==> src/hdl/spmm_pkg.sv <==
`default_nettype none

package spmm_pkg;

  localparam int DATA_W       = 8;
  localparam int COL_IDX_W    = 4;
  localparam int ROW_LEN_W    = 4;
  localparam int ROW_W        = 4;
  localparam int ENTRY_ADDR_W = 6;
  localparam int ACC_W        = 20;

  // row counts run 1..MAX_ROWS, one bit wider than a row number
  localparam int MAX_ROWS   = 1 << ROW_W;
  localparam int NUM_ROWS_W = ROW_W + 1;

  typedef logic signed [DATA_W-1:0] data_t;

  typedef logic signed [ACC_W-1:0] acc_t;

  // one word per row of H
  typedef struct packed {
    logic [ROW_LEN_W-1:0] row_len;
    logic                 src;
  } node_info_t;

  // one nonzero of H
  typedef struct packed {
    logic [COL_IDX_W-1:0] col;
    data_t                val;
  } entry_t;

  // queued from controller to writeback
  typedef struct packed {
    logic [ROW_W-1:0] row;
    logic             src;
  } row_meta_t;

endpackage

`default_nettype wire

==> src/hdl/simple_dp_ram.sv <==
`timescale 1ns/1ns
`default_nettype none

module simple_dp_ram #(
  parameter type T = logic [7:0],
  parameter int DEPTH = 16,
  localparam int AW = $clog2(DEPTH)
) (
  input  wire logic          clk,
  input  wire logic          we_i,
  input  wire logic [AW-1:0] waddr_i,
  input  wire T              wdata_i,
  input  wire logic [AW-1:0] raddr_i,
  output T                   rdata_o
);

  T mem [DEPTH];

  always_ff @(posedge clk) begin
    if (we_i) begin
      mem[waddr_i] <= wdata_i;
    end
    // read data one cycle after the address
    rdata_o <= mem[raddr_i];
  end

endmodule

`default_nettype wire

==> src/hdl/sp_pe.sv <==
`timescale 1ns/1ns
`default_nettype none

module sp_pe import spmm_pkg::*; (
  input  wire logic                 clk,
  input  wire logic                 rst_n,
  input  wire logic                 ld_we_i,
  input  wire logic [COL_IDX_W-1:0] ld_addr_i,
  input  wire data_t                ld_data_i,
  input  wire logic                 ent_valid_i,
  input  wire logic [COL_IDX_W-1:0] ent_col_i,
  input  wire data_t                ent_val_i,
  input  wire logic                 ent_last_i,
  output logic                      res_valid_o,
  output acc_t                      res_o
);

  data_t weight;
  data_t s1_val;
  logic  s1_valid;
  logic  s1_last;
  logic  clear_q;
  acc_t  acc_q;
  acc_t  prod;
  acc_t  sum;

  // this PE's column of W, indexed by column index of H
  simple_dp_ram #(
    .T     (data_t),
    .DEPTH (2 ** COL_IDX_W)
  ) u_weight_ram (
    .clk     (clk),
    .we_i    (ld_we_i),
    .waddr_i (ld_addr_i),
    .wdata_i (ld_data_i),
    .raddr_i (ent_col_i),
    .rdata_o (weight)
  );

  // stage one, wait for the weight
  always_ff @(posedge clk) begin
    if (!rst_n) begin
      s1_valid <= 1'b0;
      s1_last  <= 1'b0;
    end else begin
      s1_valid <= ent_valid_i;
      s1_last  <= ent_valid_i && ent_last_i;
    end
  end

  always_ff @(posedge clk) begin
    s1_val <= ent_val_i;
  end

  // signed operands are extended to the accumulator width first
  assign prod = s1_val * weight;
  assign sum  = (clear_q ? acc_t'(0) : acc_q) + prod;

  // stage two, accumulate
  always_ff @(posedge clk) begin
    if (!rst_n) begin
      clear_q     <= 1'b1;
      res_valid_o <= 1'b0;
    end else begin
      res_valid_o <= s1_valid && s1_last;
      if (s1_valid) begin
        clear_q <= s1_last;
      end
    end
  end

  always_ff @(posedge clk) begin
    if (s1_valid) begin
      acc_q <= sum;
    end
    if (s1_valid && s1_last) begin
      res_o <= sum;
    end
  end

endmodule

`default_nettype wire

==> src/hdl/spmm_ctrl.sv <==
`timescale 1ns/1ns
`default_nettype none

module spmm_ctrl import spmm_pkg::*; (
  input  wire logic                    clk,
  input  wire logic                    rst_n,
  input  wire logic                    start_i,
  input  wire logic [NUM_ROWS_W-1:0]   num_rows_i,
  input  wire logic                    done_i,
  output logic                         busy_o,
  output logic [ROW_W-1:0]             node_addr_o,
  input  wire node_info_t              node_i,
  output logic [ENTRY_ADDR_W-1:0]      ent_addr_o,
  input  wire entry_t                  ent_i,
  output logic                         ent_valid_o,
  output logic [COL_IDX_W-1:0]         ent_col_o,
  output data_t                        ent_val_o,
  output logic                         ent_last_o,
  output logic                         meta_push_o,
  output row_meta_t                    meta_o
);

  typedef enum logic [1:0] {
    S_IDLE,
    S_FETCH,
    S_STREAM
  } state_t;

  state_t                  state_q;
  logic                    busy_q;
  logic                    first_q;
  logic [ROW_W-1:0]        row_q;
  logic [NUM_ROWS_W-1:0]   num_rows_q;
  logic [ROW_LEN_W-1:0]    rem_q;
  logic [ROW_LEN_W-1:0]    len;
  logic [ENTRY_ADDR_W-1:0] ent_addr_q;
  logic                    req_q;
  logic                    req_last_q;
  logic                    req_first_q;
  logic                    last_req;
  logic                    last_row;
  row_meta_t               meta_q;

  // node word is valid on the first stream cycle only after the fetch
  assign len      = first_q ? node_i.row_len : rem_q;
  assign last_req = (state_q == S_STREAM) && (len == ROW_LEN_W'(1));
  assign last_row = ({1'b0, row_q} + 1'b1) == num_rows_q;

  always_ff @(posedge clk) begin
    if (!rst_n) begin
      state_q     <= S_IDLE;
      busy_q      <= 1'b0;
      first_q     <= 1'b0;
      row_q       <= '0;
      num_rows_q  <= '0;
      rem_q       <= '0;
      ent_addr_q  <= '0;
      req_q       <= 1'b0;
      req_last_q  <= 1'b0;
      req_first_q <= 1'b0;
    end else begin
      req_q       <= (state_q == S_STREAM);
      req_last_q  <= last_req;
      req_first_q <= (state_q == S_STREAM) && first_q;
      if (done_i) begin
        busy_q <= 1'b0;
      end
      case (state_q)
        S_IDLE: begin
          // busy stays up after streaming until writeback reports done
          if (start_i && !busy_q) begin
            busy_q     <= 1'b1;
            num_rows_q <= num_rows_i;
            row_q      <= '0;
            ent_addr_q <= '0;
            state_q    <= S_FETCH;
          end
        end
        S_FETCH: begin
          first_q <= 1'b1;
          state_q <= S_STREAM;
        end
        S_STREAM: begin
          first_q    <= 1'b0;
          rem_q      <= len - 1'b1;
          ent_addr_q <= ent_addr_q + 1'b1;
          if (last_req) begin
            if (last_row) begin
              state_q <= S_IDLE;
            end else begin
              row_q   <= row_q + 1'b1;
              state_q <= S_FETCH;
            end
          end
        end
        default: state_q <= S_IDLE;
      endcase
    end
  end

  always_ff @(posedge clk) begin
    if (state_q == S_STREAM && first_q) begin
      meta_q <= '{row: row_q, src: node_i.src};
    end
  end

  assign busy_o      = busy_q;
  assign node_addr_o = row_q;
  assign ent_addr_o  = ent_addr_q;

  // entry data lags its address by one cycle
  assign ent_valid_o = req_q;
  assign ent_last_o  = req_last_q;
  assign ent_col_o   = ent_i.col;
  assign ent_val_o   = ent_i.val;
  assign meta_push_o = req_q && req_first_q;
  assign meta_o      = meta_q;

endmodule

`default_nettype wire

==> src/hdl/spmm_top.sv <==
`timescale 1ns/1ns
`default_nettype none

module spmm_top import spmm_pkg::*; #(
  parameter int NUM_COLS = 4,
  parameter int WH_DEPTH = 12,
  parameter int META_DEPTH = 4,
  localparam int COL_SEL_W = $clog2(NUM_COLS),
  localparam int WH_AW = $clog2(WH_DEPTH)
) (
  input  wire logic                      clk,
  input  wire logic                      rst_n,
  input  wire logic [ENTRY_ADDR_W-1:0]   ld_addr_i,
  input  wire logic                      ld_node_we_i,
  input  wire node_info_t                ld_node_i,
  input  wire logic                      ld_entry_we_i,
  input  wire entry_t                    ld_entry_i,
  input  wire logic                      ld_weight_we_i,
  input  wire logic [COL_SEL_W-1:0]      ld_col_i,
  input  wire data_t                     ld_weight_i,
  input  wire logic                      start_i,
  input  wire logic [NUM_ROWS_W-1:0]     num_rows_i,
  output logic                           busy_o,
  output logic                           done_o,
  output logic                           wh_valid_o,
  output logic [WH_AW-1:0]               wh_addr_o,
  output logic                           wh_src_o,
  output logic [ROW_W-1:0]               wh_row_o,
  output logic [NUM_COLS*ACC_W-1:0]      wh_data_o
);

  logic [ROW_W-1:0]        node_addr;
  node_info_t              node_rd;
  logic [ENTRY_ADDR_W-1:0] ent_addr;
  entry_t                  ent_rd;
  logic                    ent_valid;
  logic [COL_IDX_W-1:0]    ent_col;
  data_t                   ent_val;
  logic                    ent_last;
  logic                    meta_push;
  logic                    meta_pop;
  row_meta_t               meta_in;
  row_meta_t               meta_out;
  logic [NUM_COLS-1:0]     pe_res_valid;
  logic [NUM_COLS*ACC_W-1:0] pe_res;
  logic                    run_start;

  // host writes only land while idle
  assign run_start = start_i && !busy_o;

  simple_dp_ram #(
    .T     (node_info_t),
    .DEPTH (MAX_ROWS)
  ) u_node_ram (
    .clk     (clk),
    .we_i    (ld_node_we_i && !busy_o),
    .waddr_i (ld_addr_i[ROW_W-1:0]),
    .wdata_i (ld_node_i),
    .raddr_i (node_addr),
    .rdata_o (node_rd)
  );

  simple_dp_ram #(
    .T     (entry_t),
    .DEPTH (2 ** ENTRY_ADDR_W)
  ) u_entry_ram (
    .clk     (clk),
    .we_i    (ld_entry_we_i && !busy_o),
    .waddr_i (ld_addr_i),
    .wdata_i (ld_entry_i),
    .raddr_i (ent_addr),
    .rdata_o (ent_rd)
  );

  spmm_ctrl u_ctrl (
    .clk         (clk),
    .rst_n       (rst_n),
    .start_i     (start_i),
    .num_rows_i  (num_rows_i),
    .done_i      (done_o),
    .busy_o      (busy_o),
    .node_addr_o (node_addr),
    .node_i      (node_rd),
    .ent_addr_o  (ent_addr),
    .ent_i       (ent_rd),
    .ent_valid_o (ent_valid),
    .ent_col_o   (ent_col),
    .ent_val_o   (ent_val),
    .ent_last_o  (ent_last),
    .meta_push_o (meta_push),
    .meta_o      (meta_in)
  );

  for (genvar i = 0; i < NUM_COLS; i++) begin : g_pe
    sp_pe u_pe (
      .clk         (clk),
      .rst_n       (rst_n),
      .ld_we_i     (ld_weight_we_i && !busy_o && (ld_col_i == COL_SEL_W'(i))),
      .ld_addr_i   (ld_addr_i[COL_IDX_W-1:0]),
      .ld_data_i   (ld_weight_i),
      .ent_valid_i (ent_valid),
      .ent_col_i   (ent_col),
      .ent_val_i   (ent_val),
      .ent_last_i  (ent_last),
      .res_valid_o (pe_res_valid[i]),
      .res_o       (pe_res[i*ACC_W +: ACC_W])
    );
  end

  sync_fifo #(
    .T     (row_meta_t),
    .DEPTH (META_DEPTH)
  ) u_meta_fifo (
    .clk     (clk),
    .rst_n   (rst_n),
    .push_i  (meta_push),
    .pop_i   (meta_pop),
    .data_i  (meta_in),
    .data_o  (meta_out),
    .empty_o (),
    .full_o  ()
  );

  // all PEs run in lockstep
  wh_writeback #(
    .NUM_COLS (NUM_COLS),
    .WH_DEPTH (WH_DEPTH)
  ) u_writeback (
    .clk         (clk),
    .rst_n       (rst_n),
    .start_i     (run_start),
    .num_rows_i  (num_rows_i),
    .res_valid_i (pe_res_valid[0]),
    .res_i       (pe_res),
    .meta_i      (meta_out),
    .meta_pop_o  (meta_pop),
    .wh_valid_o  (wh_valid_o),
    .wh_addr_o   (wh_addr_o),
    .wh_src_o    (wh_src_o),
    .wh_row_o    (wh_row_o),
    .wh_data_o   (wh_data_o),
    .done_o      (done_o)
  );

endmodule

`default_nettype wire

==> src/hdl/sync_fifo.sv <==
`timescale 1ns/1ns
`default_nettype none

module sync_fifo #(
  parameter type T = logic [7:0],
  parameter int DEPTH = 4,
  localparam int AW = (DEPTH > 1) ? $clog2(DEPTH) : 1
) (
  input  wire logic clk,
  input  wire logic rst_n,
  input  wire logic push_i,
  input  wire logic pop_i,
  input  wire T     data_i,
  output T          data_o,
  output logic      empty_o,
  output logic      full_o
);

  T mem [DEPTH];

  logic [AW-1:0] wr_ptr;
  logic [AW-1:0] rd_ptr;
  logic [AW:0]   count;
  logic          do_push;
  logic          do_pop;

  assign do_push = push_i && !full_o;
  assign do_pop  = pop_i && !empty_o;

  always_ff @(posedge clk) begin
    if (do_push) begin
      mem[wr_ptr] <= data_i;
    end
  end

  always_ff @(posedge clk) begin
    if (!rst_n) begin
      wr_ptr <= '0;
      rd_ptr <= '0;
      count  <= '0;
    end else begin
      if (do_push) begin
        wr_ptr <= (wr_ptr == AW'(DEPTH - 1)) ? '0 : wr_ptr + 1'b1;
      end
      if (do_pop) begin
        rd_ptr <= (rd_ptr == AW'(DEPTH - 1)) ? '0 : rd_ptr + 1'b1;
      end
      case ({do_push, do_pop})
        2'b10:   count <= count + 1'b1;
        2'b01:   count <= count - 1'b1;
        default: count <= count;
      endcase
    end
  end

  // head of queue is visible without a pop
  assign data_o  = mem[rd_ptr];
  assign empty_o = (count == '0);
  assign full_o  = (count == (AW + 1)'(DEPTH));

endmodule

`default_nettype wire

==> src/hdl/wh_writeback.sv <==
`timescale 1ns/1ns
`default_nettype none

module wh_writeback import spmm_pkg::*; #(
  parameter int NUM_COLS = 4,
  parameter int WH_DEPTH = 12,
  localparam int AW = $clog2(WH_DEPTH)
) (
  input  wire logic                      clk,
  input  wire logic                      rst_n,
  input  wire logic                      start_i,
  input  wire logic [NUM_ROWS_W-1:0]     num_rows_i,
  input  wire logic                      res_valid_i,
  input  wire logic [NUM_COLS*ACC_W-1:0] res_i,
  input  wire row_meta_t                 meta_i,
  output logic                           meta_pop_o,
  output logic                           wh_valid_o,
  output logic [AW-1:0]                  wh_addr_o,
  output logic                           wh_src_o,
  output logic [ROW_W-1:0]               wh_row_o,
  output logic [NUM_COLS*ACC_W-1:0]      wh_data_o,
  output logic                           done_o
);

  logic [AW-1:0]         addr_q;
  logic [NUM_ROWS_W-1:0] target_q;
  logic [NUM_ROWS_W-1:0] cnt_q;
  logic [NUM_ROWS_W-1:0] cnt_nxt;

  assign meta_pop_o = res_valid_i;
  assign cnt_nxt    = cnt_q + 1'b1;

  always_ff @(posedge clk) begin
    if (!rst_n) begin
      wh_valid_o <= 1'b0;
      done_o     <= 1'b0;
      addr_q     <= '0;
      cnt_q      <= '0;
      target_q   <= '0;
    end else begin
      wh_valid_o <= res_valid_i;
      done_o     <= 1'b0;
      if (start_i) begin
        target_q <= num_rows_i;
        cnt_q    <= '0;
      end else if (wh_valid_o) begin
        cnt_q  <= cnt_nxt;
        done_o <= (cnt_nxt == target_q);
      end
      // address keeps running across runs
      if (wh_valid_o) begin
        addr_q <= (addr_q == AW'(WH_DEPTH - 1)) ? '0 : addr_q + 1'b1;
      end
    end
  end

  // PE i sits at bits [i*ACC_W +: ACC_W]
  always_ff @(posedge clk) begin
    if (res_valid_i) begin
      wh_data_o <= res_i;
      wh_src_o  <= meta_i.src;
      wh_row_o  <= meta_i.row;
    end
  end

  assign wh_addr_o = addr_q;

endmodule

`default_nettype wire

==> config.mk <==
export PLATFORM = sky130hd
export DESIGN_NAME = spmm_top
export DESIGN_NICKNAME = d
export VERILOG_FILES = /design/src/hdl/spmm_pkg.sv /design/src/hdl/simple_dp_ram.sv /design/src/hdl/sp_pe.sv /design/src/hdl/spmm_ctrl.sv /design/src/hdl/spmm_top.sv /design/src/hdl/sync_fifo.sv /design/src/hdl/wh_writeback.sv
export SDC_FILE = /design/constraint.sdc
export NUM_CORES = 2
export LEC_CHECK = 0
export BUFFER_PORTS_ARGS = -buffer_cell sky130_fd_sc_hd__buf_2
export CAP_MARGIN = 40
export CORE_MARGIN = 2
export CORE_UTILIZATION = 50
export DETAILED_ROUTE_END_ITERATION = 8
export PLACE_DENSITY = 0.66
export SYNTH_ARGS = -nofsm -noshare
export SYNTH_HDL_FRONTEND = slang
export SYNTH_HIERARCHICAL = 1
export SYNTH_SLANG_ARGS = --single-unit
==> constraint.sdc <==
create_clock -name clk -period 6.51 [get_ports clk]
set_input_delay 0.3255 -clock clk [delete_from_list [all_inputs] [get_ports clk]]
set_output_delay 0.3255 -clock clk [all_outputs]
set_load 0.03 [all_outputs]
Word level (Yosys, flattened, before mapping)
Memories as Yosys holds them, arrays and structs flattened. A register that Yosys moved wholly into a read port is not among the register bits.
Index checks and enable logic that the tools add are counted.
{"block": "classes", "multipliers": 4, "n_addsub": 14, "muxes": 37, "n_reduce_logical": 30, "bitwise": 2, "eq_ne": 17}
{"operator": "20-bit adder", "count": 4}
{"operator": "20-bit two-way mux", "count": 4}
{"operator": "8-bit by 8-bit multiplier with 16-bit output", "count": 4}
{"operator": "4-bit two-way mux", "count": 5}
{"operator": "1-bit two-way mux", "count": 18}
{"operator": "1-bit logical AND", "count": 15}
{"operator": "2-bit == test, second input constant", "count": 6}
{"operator": "6-bit case mux with 2 select lines", "count": 1}
{"operator": "5-bit == test", "count": 2}
{"operator": "4-bit by 1-bit adder with 4-bit output, second input constant", "count": 2}
{"operator": "2-bit two-way mux", "count": 4}
{"operator": "4-bit case mux with 2 select lines", "count": 1}
{"operator": "6-bit by 1-bit adder with 6-bit output, second input constant", "count": 1}
{"operator": "2-bit by 1-bit == test with 1-bit output, second input constant", "count": 3}
{"operator": "6-bit two-way mux", "count": 1}
{"operator": "2-bit case mux with 3 select lines", "count": 1}
{"operator": "3-bit case mux with 2 select lines", "count": 1}
{"operator": "2-bit AND reduction", "count": 3}
{"operator": "2-bit nonzero test", "count": 3}
{"operator": "4-bit by 1-bit adder with 5-bit output, second input constant", "count": 1}
{"operator": "5-bit by 1-bit adder with 5-bit output, second input constant", "count": 1}
{"operator": "2-bit by 1-bit adder with 2-bit output, second input constant", "count": 2}
{"operator": "4-bit by 1-bit == test with 1-bit output, second input constant", "count": 1}
{"operator": "4-bit == test, second input constant", "count": 1}
{"operator": "other kinds (14)", "count": 19}
{"block": "word_totals", "ramBits": 1380, "output_inout_bits": 92, "memories": 7, "ff_bits": 306}
{"memory": "u_entry_ram.mem", "depth": 64, "width": 12, "rd": 1, "rd_ports_with_merged_regs": 1, "wr": 1, "line_no": "simple_dp_ram.sv:17", "source": "T mem [DEPTH];"}
{"memory": "g_pe[0].u_pe.u_weight_ram.mem", "depth": 16, "width": 8, "rd": 1, "rd_ports_with_merged_regs": 1, "wr": 1, "line_no": "simple_dp_ram.sv:17"}
{"memory": "g_pe[1].u_pe.u_weight_ram.mem", "depth": 16, "width": 8, "rd": 1, "rd_ports_with_merged_regs": 1, "wr": 1, "line_no": "simple_dp_ram.sv:17"}
{"memory": "g_pe[2].u_pe.u_weight_ram.mem", "depth": 16, "width": 8, "rd": 1, "rd_ports_with_merged_regs": 1, "wr": 1, "line_no": "simple_dp_ram.sv:17"}
{"memory": "g_pe[3].u_pe.u_weight_ram.mem", "depth": 16, "width": 8, "rd": 1, "rd_ports_with_merged_regs": 1, "wr": 1, "line_no": "simple_dp_ram.sv:17"}
{"memory": "u_node_ram.mem", "depth": 16, "width": 5, "rd": 1, "rd_ports_with_merged_regs": 1, "wr": 1, "line_no": "simple_dp_ram.sv:17"}
{"memory": "+1 memories"}

Depth between registers and ports, before layout
{"block": "depth", "ltp_word": 5, "depth_mapped": 18, "depth_no_buf": 17}

Modules after synthesis
The synthesis kept the hierarchy.
{"mod": "simple_dp_ram at u_entry_ram", "area_each_um2": 29851.1, "n_inst": 1, "cells_per_inst": 1339}
{"mod": "simple_dp_ram at g_pe[0].u_pe.u_weight_ram ...", "area_each_um2": 5147.4, "n_inst": 4, "cells_per_inst": 229}
{"mod": "sp_pe at g_pe[2].u_pe ...", "area_each_um2": 5222.5, "n_inst": 2, "cells_per_inst": 455}
{"mod": "sp_pe at g_pe[1].u_pe", "area_each_um2": 5196.2, "n_inst": 1, "cells_per_inst": 454}
{"mod": "sp_pe at g_pe[0].u_pe", "area_each_um2": 5183.7, "n_inst": 1, "cells_per_inst": 455}
{"mod": "wh_writeback", "area_each_um2": 3308.2, "n_inst": 1, "cells_per_inst": 165}
{"mod": "simple_dp_ram at u_node_ram", "area_each_um2": 3213.1, "n_inst": 1, "cells_per_inst": 155}
{"mod": "spmm_ctrl", "area_each_um2": 1600.3, "n_inst": 1, "cells_per_inst": 170}
{"mod": "sync_fifo", "area_each_um2": 1212.4, "n_inst": 1, "cells_per_inst": 82}
{"mod": "spmm_top", "area_each_um2": 77.6, "n_inst": 1, "cells_per_inst": 7}

Least setup slack after synthesis
No wires, ideal clock.
{"block": "synth_timing", "path_type": "reg-to-reg", "start": "register g_pe[0].u_pe/u_weight_ram/rdata_o[0] in the netlist's numbering (read register of g_pe[0].u_pe.u_weight_ram.mem)", "end": "register g_pe[0].u_pe.acc_q[15] (data pin)", "n_path_buf": 0, "stages_incl_launch_ff": 16, "arrival_time_ps": 5065, "path_slack_ps": 1305, "cell_sequence": "dfxtp_1 and2_1 inv_1 fa_1 inv_1 fa_1 fa_1 fa_1 fa_1 ha_1 a21oi_1 nor2_1 o31a_1 or2_4 or4_1 nand3_1"}
{"block": "synth_via", "elab_chain_len": 2}
{"item": "start: declaration", "line_no": "simple_dp_ram.sv:14", "source": "output T rdata_o"}
{"item": "8-bit by 8-bit multiplier with 16-bit output", "line_no": "sp_pe.sv:56", "source": "assign prod = s1_val * weight;"}
{"item": "20-bit adder", "line_no": "sp_pe.sv:57", "source": "assign sum = (clear_q ? acc_t'(0) : acc_q) + prod;"}
{"item": "named net g_pe[0].u_pe.sum[15]", "line_no": "sp_pe.sv:25", "source": "acc_t sum;"}
{"item": "end signal: assignment", "line_no": "sp_pe.sv:74", "source": "acc_q <= sum;"}
{"item": "end: declaration", "line_no": "sp_pe.sv:23", "source": "acc_t acc_q;"}
The timed path passes the listed nets, and every way through them passes these cells.
A chain may end at the register's enable or synchronous reset.

Worst setup path after layout
{"block": "layout_timing", "start": "register g_pe[0].u_pe.clear_q", "end": "register g_pe[0].u_pe.res_o[19] (data pin)"}
{"block": "layout_via", "elab_chain_len": 2}
{"item": "start: declaration", "line_no": "sp_pe.sv:22", "source": "logic clear_q;"}
{"item": "start signal: assignment", "line_no": "sp_pe.sv:67", "source": "clear_q <= s1_last;"}
{"item": "20-bit two-way mux", "line_no": "sp_pe.sv:57"}
{"item": "20-bit adder", "line_no": "sp_pe.sv:57"}
{"item": "named net g_pe[0].u_pe.sum[19]", "line_no": "sp_pe.sv:25"}
{"item": "end signal: assignment", "line_no": "sp_pe.sv:77", "source": "res_o <= sum;"}
{"item": "end: declaration", "line_no": "sp_pe.sv:15", "source": "output acc_t res_o"}
The timed path passes the listed nets, and every way through them passes these cells.

==> results.md <==
* Initial antenna violation count at 8
* Worst Clk Skew at 0.0552 ns
* Unrepaired setup endpoints after global routing: false
* Die area at 0.164 mm2
* Core area at 0.160 mm2
* Hold/Removal Path Class: in2reg
* Final ANT Viol Nets at 0
* Initial Util at 50.3%
* Gr usage total at 21.2%
* Clock tree buffer depth at 3
* Syn_area_per_cell at 17.3 um2
* Die W at 405 um
* Power Density at 418 mW/mm2
* Warnings, synthesis at 6
* # DRC at 0
* Peak supply drop at 373 uV
* Routed WL per cell at 23.3 um
* Post-Route WL at 170000 um
* Post-route setup TNS at 0 ns
* Cell Area, Synth at 0.0806 mm2
* Layout cell share with drive strength beyond 1 at 17.5%
* Total power at 37800 uW
* Vias in the first global route at 41800
* Worst-Margin Slew at 0.934 ns
* CTS tree: built
* Postcts setup bufs at 0
* CTS sink cnt at 1775
* CTS Hold Bufs at 13
* Outcome: finished clean
* Syn_nets at 5243
* Row cnt at 147
* Setup crit start kind: flop
* Fin nets at 5564
* H-tree Lvls at 4
* Die H at 405 um
* Crit path kind: reg2reg
* Clk_lat worst skew at 0.82 ns
* Max-slew violations at 0
* Final hold violations at 0
* Post-DP HPWL at 111000 um
* Core Util, Final at 56.3%
* Minimum clock period at 5.38 ns
* Setup violations, final at 0
* Arr. time, crit path at 5.91 ns
* Area used by multi-input combinational logic at 0.0262 mm2
* Port Buffers at 135
* Worst Path Max Fanout at 21
* Sequential Area at 0.0519 mm2
* Vias per inst at 5.58
* CTS resizes at 0
* DRT Pass-1 Iters at 6
* Crit. End Element: flop
* Via Count at 40600
* Filler cells at 12400
* I/O pin count at 136
* Largest net degree at the start of global routing at 83
* First-pass GRT wire length at 260000 um
* Leakage power at 0.0320 uW
* Clock transition at path regs at 0.06 ns
* GR Overflow Total at 0
* Root Buffer: clkbuf_16
* Tcrit/Tclk final at 82.6%
* Area delta synth->final at 12.1%
* CTS Buf Count at 177
* Drt first-iter violations at 3723
* Maxcap violations at 0
* Max Freq at 186 MHz
* Routability congestion estimate at 0.818
* Post-Synthesis Cells at 4646
* Worst EP required at 7.04 ns
* Slew headroom at 37.6%
-- registers in the layout, indices dropped and copies added, names as in the netlist, 5 cells and up, named ones only --
name	flops
u_ctrl/num_rows_q	5
u_meta_fifo/mem	20
u_node_ram/rdata_o	5
g_pe.u_pe/res_o	80
g_pe.u_pe/u_weight_ram/rdata_o	32
g_pe.u_pe/acc_q	80
u_node_ram/mem	80
u_writeback/cnt_q	5
u_entry_ram/rdata_o	12
u_writeback/wh_data_o	80
g_pe.u_pe/u_weight_ram/mem	512
u_entry_ram/mem	768
u_ctrl/ent_addr_o	6
u_writeback/target_q	5
g_pe.u_pe/s1_val	32
u_ctrl/meta_o	5
-- critical path, stage by stage, from the launching register on --
cell	delay (ns)
dfxtp_1	0.56
nand2b_1	0.30
fa_1	0.54
inv_1	0.05
fa_1	0.49
inv_1	0.05
fa_1	0.53
inv_1	0.05
fa_1	0.38
fa_1	0.48
ha_1	0.35
a21oi_1	0.17
nor2_1	0.06
o31a_1	0.31
o31ai_1	0.39
o21ai_0	0.20
xnor2_1	0.17
-- per-stage QoR --
stage	setup WS, ns	hold WS (ns)	instance area, um2	std cells
after floorplan	1.31	0.386	80600	4646
after global placement	1.18	0.390	83900	6899
after detailed placement	1.13	0.395	84400	6932
after CTS	1.07	0.0199	90400	7273
after global routing	0.779	0.0611	90400	7276
final	1.13	0.0818	90400	7278
-- path summary, 6_finish.rpt --
| check | from | end | slack, ns | cells past startpoint |
|---|---|---|---|---|
| worst max register to register | g_pe[0].u_pe/clear_q | g_pe[0].u_pe/res_o[19] | 1.13 | 16 |
| worst max-delay path | g_pe[0].u_pe/clear_q | g_pe[0].u_pe/res_o[19] | 1.13 | 16 |
| worst min register to register | u_node_ram/rdata_o[0] | u_ctrl/meta_o[0] | 0.41 | 0 |
| worst min-delay path | ld_entry_i[4] | u_entry_ram/mem[17][4] | 0.08 | 1 |
-- final cells by class --
type,count,area share [%]
antenna,2,0.00554
timing repair buffer,295,2.41
tap,2160,2.99
sequential,1775,57.4
inverter,402,1.67
clock inverter,106,1.26
clock buffer,222,5.23
multi-input combinational,2316,29.0
-- power by group --
part / internal [uW] / switching (uW)
sequential: 13900 / 226
clock: 5800 / 4340
combinational: 5760 / 7800
-- metal layers --
metal / share of wire, % / global-route usage, % / vias to the layer above
met4: 2.5 / 6.07 / 4
met2: 47 / 32.9 / 1337
li1: - / - / 18100
met3: 7.3 / 4.23 / 255
met1: 43 / 30.8 / 20900
met5: 0.019 / 0 / -
-- cells in the final DEF, fill, tap and decap left out, types with 15 or more instances in the layout --
| master | n |
|---|---|
| mux2i_1 | 40 |
| a21oi_1 | 53 |
| mux4_2 | 289 |
| clkinv_2 | 29 |
| fa_1 | 353 |
| xnor2_1 | 81 |
| nand3_1 | 47 |
| ha_1 | 200 |
| inv_1 | 402 |
| and2_1 | 156 |
| bufinv_16 | 15 |
| mux4_1 | 56 |
| clkbuf_1 | 34 |
| clkbuf_16 | 179 |
| a211oi_1 | 18 |
| buf_2 | 140 |
| a22oi_1 | 80 |
| xor2_1 | 24 |
| dfxtp_1 | 139 |
| clkinv_1 | 34 |
| o22ai_1 | 23 |
| nand2b_1 | 69 |
| nand2_1 | 210 |
| nor2b_1 | 120 |
| o21ai_0 | 51 |
| buf_4 | 118 |
| o221ai_1 | 17 |
| nand4_1 | 17 |
| nor3_1 | 42 |
| nor2_1 | 174 |
| edfxtp_1 | 1630 |
Power figures use the tool's default switching activity.
